--- src/include/adc_consts.svh ---
`ifndef ADC_CONSTS_SVH
`define ADC_CONSTS_SVH

// serial frame layout
`define ADC_DATA_BITS   12
`define ADC_LEAD_BITS   2
`define ADC_FRAME_BITS  14
`define ADC_CAL_BITS    32

// clk cycles per sclk period
`define ADC_SCLK_DIV    8

// apb register offsets
`define ADC_REG_CTRL    8'h00
`define ADC_REG_STATUS  8'h04
`define ADC_REG_DATA    8'h08
`define ADC_REG_COUNT   8'h0C

`endif
--- src/logic/apb_pkg.sv ---
package apb_pkg;

    // host to slave
    typedef struct packed {
        logic        psel;
        logic        penable;
        logic        pwrite;
        logic [7:0]  paddr;
        logic [31:0] pwdata;
    } apb_req_t;

    // slave to host
    typedef struct packed {
        logic [31:0] prdata;
        logic        pready;   // tied high, no wait states
        logic        pslverr;
    } apb_rsp_t;

endpackage

--- src/logic/adc_types_pkg.sv ---
`include "adc_consts.svh"

package adc_types_pkg;

    typedef struct packed {
        logic start;       // one cycle pulse
        logic recal;       // one cycle pulse
        logic continuous;  // level
    } adc_cmd_t;

    typedef struct packed {
        logic busy;
        logic calibrated;
    } adc_status_t;

    typedef struct packed {
        logic                      valid;  // one pulse per frame
        logic [`ADC_DATA_BITS-1:0] data;
    } adc_sample_t;

    typedef enum logic [1:0] {
        INIT,
        CALIBRATE,
        IDLE,
        RECEIVE
    } adc_state_e;

endpackage

--- src/logic/adc_top.sv ---
`timescale 1ns/1ps
`include "adc_consts.svh"

module adc_top #(
    parameter int SCLK_DIV = `ADC_SCLK_DIV
) (
    input  logic              clk,
    input  logic              reset,
    input  apb_pkg::apb_req_t apb_req,
    output apb_pkg::apb_rsp_t apb_rsp,
    output logic              cs,
    output logic              sclk,
    input  logic              sdo
);

    import adc_types_pkg::*;

    adc_cmd_t    cmd;
    adc_status_t status;
    adc_sample_t sample;
    logic        run;
    logic        sclk_rise;

    adc_apb_regs u_regs (
        .clk    (clk),
        .reset  (reset),
        .req    (apb_req),
        .rsp    (apb_rsp),
        .status (status),
        .sample (sample),
        .cmd    (cmd)
    );

    adc_sequencer u_seq (
        .clk       (clk),
        .reset     (reset),
        .cmd       (cmd),
        .sclk_rise (sclk_rise),
        .sdo       (sdo),
        .run       (run),
        .cs        (cs),
        .status    (status),
        .sample    (sample)
    );

    sclk_gen #(.SCLK_DIV(SCLK_DIV)) u_sclk (
        .clk       (clk),
        .reset     (reset),
        .run       (run),
        .sclk      (sclk),
        .sclk_rise (sclk_rise),
        .sclk_fall ()
    );

endmodule

--- src/logic/adc_apb_regs.sv ---
`timescale 1ns/1ps
`include "adc_consts.svh"

module adc_apb_regs (
    input  logic                       clk,
    input  logic                       reset,
    input  apb_pkg::apb_req_t          req,
    output apb_pkg::apb_rsp_t          rsp,
    input  adc_types_pkg::adc_status_t status,
    input  adc_types_pkg::adc_sample_t sample,
    output adc_types_pkg::adc_cmd_t    cmd
);

    logic                      access;
    logic                      addr_ok;
    logic                      wr_ctrl;
    logic                      wr_status;
    logic                      rd_data;
    logic                      data_valid;
    logic                      overrun;
    logic [`ADC_DATA_BITS-1:0] data_reg;
    logic [15:0]               count;

    assign access  = req.psel && req.penable;  // access phase
    assign addr_ok = (req.paddr == `ADC_REG_CTRL) || (req.paddr == `ADC_REG_STATUS) ||
                     (req.paddr == `ADC_REG_DATA) || (req.paddr == `ADC_REG_COUNT);

    assign wr_ctrl   = access && req.pwrite && (req.paddr == `ADC_REG_CTRL);
    assign wr_status = access && req.pwrite && (req.paddr == `ADC_REG_STATUS);
    assign rd_data   = access && !req.pwrite && (req.paddr == `ADC_REG_DATA);

    always_ff @(posedge clk) begin
        if (reset) begin
            cmd        <= '0;
            data_valid <= 1'b0;
            overrun    <= 1'b0;
            count      <= '0;
        end else begin
            cmd.start <= wr_ctrl && req.pwdata[0];
            cmd.recal <= wr_ctrl && req.pwdata[1];
            if (wr_ctrl) begin
                cmd.continuous <= req.pwdata[2];
            end

            // a new sample beats a read in the same cycle
            if (sample.valid) begin
                data_valid <= 1'b1;
                count      <= count + 1'b1;
            end else if (rd_data) begin
                data_valid <= 1'b0;
            end

            if (sample.valid && data_valid) begin
                overrun <= 1'b1;  // unread sample overwritten
            end else if (wr_status && req.pwdata[3]) begin
                overrun <= 1'b0;
            end
        end
    end

    always_ff @(posedge clk) begin
        if (sample.valid) begin
            data_reg <= sample.data;
        end
    end

    always_comb begin
        case (req.paddr)
            `ADC_REG_CTRL:   rsp.prdata = {29'b0, cmd.continuous, 2'b0};
            `ADC_REG_STATUS: rsp.prdata = {28'b0, overrun, data_valid,
                                           status.calibrated, status.busy};
            `ADC_REG_DATA:   rsp.prdata = {{(32 - `ADC_DATA_BITS){1'b0}}, data_reg};
            `ADC_REG_COUNT:  rsp.prdata = {16'b0, count};
            default:         rsp.prdata = '0;
        endcase
    end

    assign rsp.pready  = 1'b1;
    assign rsp.pslverr = access && !addr_ok;

endmodule

--- src/logic/adc_sequencer.sv ---
`timescale 1ns/1ps
`include "adc_consts.svh"

module adc_sequencer (
    input  logic                      clk,
    input  logic                      reset,
    input  adc_types_pkg::adc_cmd_t   cmd,
    input  logic                      sclk_rise,
    input  logic                      sdo,
    output logic                      run,
    output logic                      cs,
    output adc_types_pkg::adc_status_t status,
    output adc_types_pkg::adc_sample_t sample
);

    import adc_types_pkg::*;

    localparam int CNT_W = $clog2(`ADC_CAL_BITS);
    localparam logic [CNT_W-1:0] CAL_LAST   = CNT_W'(`ADC_CAL_BITS - 1);
    localparam logic [CNT_W-1:0] FRAME_LAST = CNT_W'(`ADC_FRAME_BITS - 1);
    localparam logic [CNT_W-1:0] LEAD_BITS  = CNT_W'(`ADC_LEAD_BITS);

    adc_state_e                state;
    logic [CNT_W-1:0]          bit_cnt;   // shared by calibration and conversion
    logic [`ADC_DATA_BITS-1:0] shift_reg;
    logic                      calibrated;
    logic                      sample_valid;

    always_ff @(posedge clk) begin
        if (reset) begin
            state        <= INIT;
            bit_cnt      <= '0;
            cs           <= 1'b1;
            run          <= 1'b0;
            calibrated   <= 1'b0;
            sample_valid <= 1'b0;
        end else begin
            sample_valid <= 1'b0;
            case (state)
                INIT: begin
                    bit_cnt <= '0;
                    cs      <= 1'b0;
                    run     <= 1'b1;
                    state   <= CALIBRATE;
                end

                CALIBRATE: begin
                    if (sclk_rise) begin
                        bit_cnt <= bit_cnt + 1'b1;
                        if (bit_cnt == CAL_LAST) begin
                            cs         <= 1'b1;
                            run        <= 1'b0;
                            calibrated <= 1'b1;
                            state      <= IDLE;
                        end
                    end
                end

                IDLE: begin
                    bit_cnt <= '0;
                    if (cmd.recal) begin  // recal wins over start
                        calibrated <= 1'b0;
                        cs         <= 1'b0;
                        run        <= 1'b1;
                        state      <= CALIBRATE;
                    end else if (cmd.start || cmd.continuous) begin
                        cs    <= 1'b0;
                        run   <= 1'b1;
                        state <= RECEIVE;
                    end
                end

                RECEIVE: begin
                    if (sclk_rise) begin
                        bit_cnt <= bit_cnt + 1'b1;
                        if (bit_cnt == FRAME_LAST) begin
                            sample_valid <= 1'b1;
                            cs           <= 1'b1;
                            run          <= 1'b0;
                            state        <= IDLE;
                        end
                    end
                end

                default: state <= INIT;
            endcase
        end
    end

    // lead bits are skipped, data comes msb first
    always_ff @(posedge clk) begin
        if (state == RECEIVE && sclk_rise && bit_cnt >= LEAD_BITS) begin
            shift_reg <= {shift_reg[`ADC_DATA_BITS-2:0], sdo};
        end
    end

    assign status.busy       = (state != IDLE);
    assign status.calibrated = calibrated;
    assign sample.valid      = sample_valid;
    assign sample.data       = shift_reg;  // complete when valid is high

endmodule

--- src/logic/sclk_gen.sv ---
`timescale 1ns/1ps
`include "adc_consts.svh"

module sclk_gen #(
    parameter int SCLK_DIV = `ADC_SCLK_DIV
) (
    input  logic clk,
    input  logic reset,
    input  logic run,
    output logic sclk,
    output logic sclk_rise,
    output logic sclk_fall
);

    localparam int HALF = SCLK_DIV / 2;
    localparam int CNT_W = $clog2(HALF + 1);
    localparam logic [CNT_W-1:0] HALF_LAST = CNT_W'(HALF - 1);

    logic [CNT_W-1:0] div_cnt;
    logic             toggle;

    assign toggle = (div_cnt == HALF_LAST);  // end of half period

    always_ff @(posedge clk) begin
        if (reset || !run) begin
            div_cnt   <= '0;
            sclk      <= 1'b1;  // idle high, first edge is a fall
            sclk_rise <= 1'b0;
            sclk_fall <= 1'b0;
        end else begin
            sclk_rise <= toggle && !sclk;
            sclk_fall <= toggle && sclk;
            if (toggle) begin
                div_cnt <= '0;
                sclk    <= ~sclk;
            end else begin
                div_cnt <= div_cnt + 1'b1;
            end
        end
    end

endmodule

--- config.mk ---
export PLATFORM = sky130hd
export DESIGN_NAME = adc_top
export DESIGN_NICKNAME = d
export VERILOG_FILES = /design/src/logic/apb_pkg.sv /design/src/logic/adc_types_pkg.sv /design/src/logic/adc_top.sv /design/src/logic/adc_apb_regs.sv /design/src/logic/adc_sequencer.sv /design/src/logic/sclk_gen.sv
export VERILOG_INCLUDE_DIRS = /design/src /design/src/include
export SDC_FILE = /design/constraint.sdc
export NUM_CORES = 1
export LEC_CHECK = 0
export BUFFER_PORTS_ARGS = -buffer_cell sky130_fd_sc_hd__buf_2
export CELL_PAD_IN_SITES_DETAIL_PLACEMENT = 0
export CELL_PAD_IN_SITES_GLOBAL_PLACEMENT = 1
export CORE_MARGIN = 2
export CORE_UTILIZATION = 44
export CTS_BUF_LIST = sky130_fd_sc_hd__clkbuf_2
export CTS_CLUSTER_SIZE = 25
export DETAILED_ROUTE_END_ITERATION = 8
export GPL_TIMING_DRIVEN = 0
export PLACE_DENSITY = 0.92
export SYNTH_ARGS = -nofsm -noshare
export SYNTH_HDL_FRONTEND = slang
export SYNTH_SLANG_ARGS = --single-unit
export TNS_END_PERCENT = 30
--- constraint.sdc ---
create_clock -name clk -period 4.03 [get_ports clk]
set_input_delay 0.403 -clock clk [delete_from_list [all_inputs] [get_ports clk]]
set_output_delay 0.403 -clock clk [all_outputs]
set_load 0.05 [all_outputs]
# After elaboration in Yosys (flattened, before gate mapping)

Cells that the tools add are included.
Widths: inputs -> output; s select.

Register bits: 61
Bits of input ports: 46
Output and inout bits: 36
Word-level logic and storage cells: 106

Add/subtract/negate cells: 3
Order comparisons: 1
Equal/unequal tests: 17
Muxes and demuxes: 31
Bitwise operators: 3
Reduce and logical (&&, ||, !) cells: 34

Operators with widths:

| operator              | number |
|---|---|
| $pmux 16 s4           | 1 |
| $mux 1                | 18 |
| $add 16x1->16 const B | 1 |
| $eq 8x4->1 const B    | 2 |
| $logic_and 1x1->1     | 14 |
| $mux 2                | 6 |
| $ne 2x1->1 const B    | 5 |
| $pmux 5 s2            | 1 |
| $eq 8x3->1 const B    | 1 |
| $logic_not 8->1       | 1 |
| $pmux 1 s4            | 2 |
| $pmux 2 s4            | 1 |
| $reduce_bool 2->1     | 3 |
| $reduce_or 2->1       | 3 |
| $add 5x1->5 const B   | 1 |
| $eq 5x4->1 const B    | 1 |
| $eq 5x5->1 const B    | 1 |
| $ge 5x2->1 const B    | 1 |
| $logic_or 1x1->1      | 5 |
| $mux 5                | 1 |
| $reduce_and 5->1      | 1 |
| $eq 2x2->1 const B    | 2 |
| $logic_not 1->1       | 4 |
| $ne 2x2->1 const B    | 2 |
| other kinds (9)       | 11 |

# Logic depth before layout (Yosys ltp)

Word-level depth: 6
Depth in mapped cells: 7
Gate-level depth less buffers: 7

# By module

From an unflattened synthesis, not the netlist that was laid out.

Cells, all modules: 271
Area, all modules: 2,856.5 µm²

By module, submodules not included:

| module        | times used | cells each | area each (µm²) | sequential area each (µm²) |
|---|---|---|---|---|
| adc_apb_regs  | 1          | 180        | 1,745.4         | 780.7 |
| adc_sequencer | 1          | 73         | 902.1           | 580.6 |
| sclk_gen      | 1          | 18         | 209.0           | 120.1 |

# Worst setup path before layout

Ideal clock, no wire load.

Path type: input-to-output
From: input apb_req[34] in the netlist's numbering
To: output apb_rsp[2] in the netlist's numbering
Data arrival time: 1.752 ns
Data required time: 3.627 ns
Path slack: 1.875 ns
Cell stages on the path: 4
Path buffers: 2
Path through: buf_2 buf_2 o311ai_0 a21oi_1

RTL lines:

| item               | line          | RTL |
|---|---|---|
| start: declaration | adc_top.sv:9  | `input apb_pkg::apb_req_t apb_req,` |
| end: declaration   | adc_top.sv:10 | `output apb_pkg::apb_rsp_t apb_rsp,` |

==> summary.md <==
| Metric | Value |
|---|---|
| Vias in the first global route | `1835` |
| Detailed-route via count | `1957` |
| DR vias/cell | `4.84` |
| Die width | `~84 um` |
| # rows | `29` |
| H-tree Lvls | `3` |
| Clock-pin transition on the worst setup and hold timing paths | `0.18 ns` |
| Proportion of layout cells with a drive suffix above 1 | `0.257` |
| Endpoints failing setup | `0` |
| Max clock buf depth | `2` |
| Post-CTS Resized | `0` |
| Max_cap viols | `0` |
| Status | `completed` |
| Die height | `83.8 um` |
| Post-CTS Hold Buffers | `0` |
| Largest net degree at the start of global routing | `14` |
| GR Overflow Total | `0` |
| Mapped cell area | `0.00280 mm2` |
| Main flop type after synthesis | `dfxtp_1` |
| Pwr/cell area | `343 mW/mm2` |
| CTS root buf | `clkbuf_2` |
| CP startpoint kind | `flop` |
| CTS tree | `done` |
| Mean Syn Cell Area | `10.7 um2` |
| RSZ-0062 raised after global routing | `no` |
| Total CTS buffers | `9` |
| Peak fanout along the critical path | `7` |
| P&R area growth vs syn | `15.6%` |
| DRC violations left | `0` |
| Worst-margin pin slew | `~1.2 ns` |
| Synth top area cells | `dfxtp_1 26%, edfxtp_1 26%, nor2_1 5.2%` |
| WP buf/inv | `1` |
| # IOs | `82` |
| CP Cell Sequence | `mux4_2 -> and3_1 -> buf_2` |
| Number of flip-flops in the largest register | `16` |
| #FFs+latches synth | `slightly above 60` |
| Worst setup slack after placement | `1.80 ns` |
| Max IR drop VDD | `281 uV` |
| Fmax | `0.453 GHz` |
| Final WS setup | `approximately 1.8 ns` |
| Static leakage | `approximately 0.0014 uW` |
| Synth Warn # | `0` |
| Placed Cells | `just under 400` |
| Slew headroom | `0.233` |
| Post-synth cell types | `46` |
| Max Slew Vio Count | `0` |
| Gr usage total | `0.158` |
| CTS sink count | `61` |
| Routability Congestion | `0.728` |
| Setup TNS | `0 ns` |
| Crit-path slowest cell | `mux4_2` |
| Critical Path RT | `3.63 ns` |
| CP endpoint kind | `primary output` |
| Die Area | `0.00703 mm2` |
| Yosys top cell area share | `0.264` |
| Post-route clock period utilization | `0.547` |
| DR WL/cell | `13.1 um` |
| Core area | `between 0.006 and 0.007 mm2` |
| Slowest stage delay, CP | `0.50 ns` |
| Worst skew pair latency | `0.48 ns` |
| Initial core utilization | `0.449` |
| Post-route design area | `0.00324 mm2` |
| Number of port buffers | `34` |
| Initial DRC Count | `114` |
| # fillers | `597` |
| Post-synth EDFFs | `24` |
| DRT antenna net count | `0` |
| CP Class | `reg -> out` |
| Routed WL | `5.31 mm` |
| Final Hold Fails | `0` |
| Initial antenna violation count | `0` |
| Arr. time, crit path | `1.80 ns` |
| Syn Inst Count | `262` |
| Sequential area share after synthesis | `0.521` |
| Cell family with the largest share of critical-path delay | `multiplexers` |
| Antenna Cells | `0` |
| Global-route wire length before repair | `8.67 mm` |
| DRT Pass-1 Iters | `4` |
| Setup bufs post-CTS | `0` |
| Post-synth top area cell | `dfxtp_1` |
| Setup Skew | `0.0151 ns` |
| Final instance count without filler cells | `between 400 and 500` |
| Tmin final | `~2.2 ns` |
| Post-placement cell area | `0.00313 mm2` |
| NumNets Final | `375` |
| Hold Crit Class | `in -> reg` |
| Share of synthesized registers carrying an async set or reset | `0` |
| Dpl hpwl | `3.75 mm` |
[layer usage]
metal	GRT usage	vias up	share of wire
met5	0	-	0
met4	0.0880	0	0.023
met3	0.0356	11	0.053
met2	0.240	47	0.46
met1	0.207	895	0.46
li1	-	1004	-
[synthesized netlist by cell type, types with 4 or more instances]
cell type	n
a21oi_1	6
and3_1	9
buf_2	4
buf_4	17
dfxtp_1	37
edfxtp_1	24
ha_1	7
inv_1	6
mux2i_1	11
nand2_1	12
nand2b_1	4
nand3_1	8
nand4_1	6
nor2_1	39
nor2b_1	6
nor3_1	6
o21ai_0	5
xnor2_1	6
xor2_1	8
[power by group]
group / total [uW] / leakage [uW] / internal, uW / switching (uW)
logic: 95.4 / 0.000768 / 28.8 / 66.6
registers: 642 / 0.000515 / 640 / 1.53
clock network: 374 / 0.0000679 / 144 / 229
[cells in the final DEF, fill, tap and decap left out, drive strengths merged, types with 9 or more instances in the layout]
cell,count
clkbuf,13
nor2,39
dfxtp,37
buf,57
nand3,9
conb,17
and3,10
nand2,12
edfxtp,24
mux2i,11
[cell families (layout without fill, tap and decap cells)]
| family | after synthesis | count (layout) | synth area share |
|---|---|---|---|
| adder cells (fa/ha/maj) | 7 | 7 | 0.0312 |
| AND/OR/NAND/NOR | 109 | 109 | 0.219 |
| AO/OA/AOI/OAI | 20 | 20 | 0.0451 |
| other | 2 | 17 | 0.00268 |
| XOR/XNOR | 14 | 14 | 0.0437 |
| multiplexers | 17 | 17 | 0.0701 |
| flip-flops | 61 | 61 | 0.521 |
| buffers and inverters | 32 | 82 | 0.0674 |
[final timing paths]
check	start	to	slack, ns	cells past startpoint
worst max register to register	u_seq.state[0]$_SDFFE_PP0P_	u_seq.shift_reg[3]$_DFFE_PP_	2.02	3
worst max-delay path	u_regs.count[2]$_SDFFE_PP0P_	apb_rsp[4]	1.82	3
worst min-delay path	sdo	u_seq.shift_reg[0]$_DFFE_PP_	0.08	1
worst min register to register	u_sclk.div_cnt[0]$_SDFF_PP0_	u_sclk.div_cnt[0]$_SDFF_PP0_	0.45	1
[metrics by stage]
step	total power [uW]	hold slack (ns)	utilization
4_1_cts	1130	0.0365	0.519
5_1_grt	1160	0.0446	0.519
6_report	1110	0.0798	0.519
3_3_place_gp	749	0.401	0.501
3_5_place_dp	750	0.421	0.501
2_1_floorplan	732	0.400	-
[area by class of cell]
type,instances,area (um2),area share
clock buffers,10,50.0,0.0154
inverters,6,22.5,0.00695
flip-flops and latches,61,1460,0.451
plain buffers,26,166,0.0514
well taps,77,96.3,0.0297
multi-input cells,184,1210,0.373
clock inverters,6,63.8,0.0197
repair buffers,34,170,0.0525
Note: power is estimated with default switching activity, not from simulation.
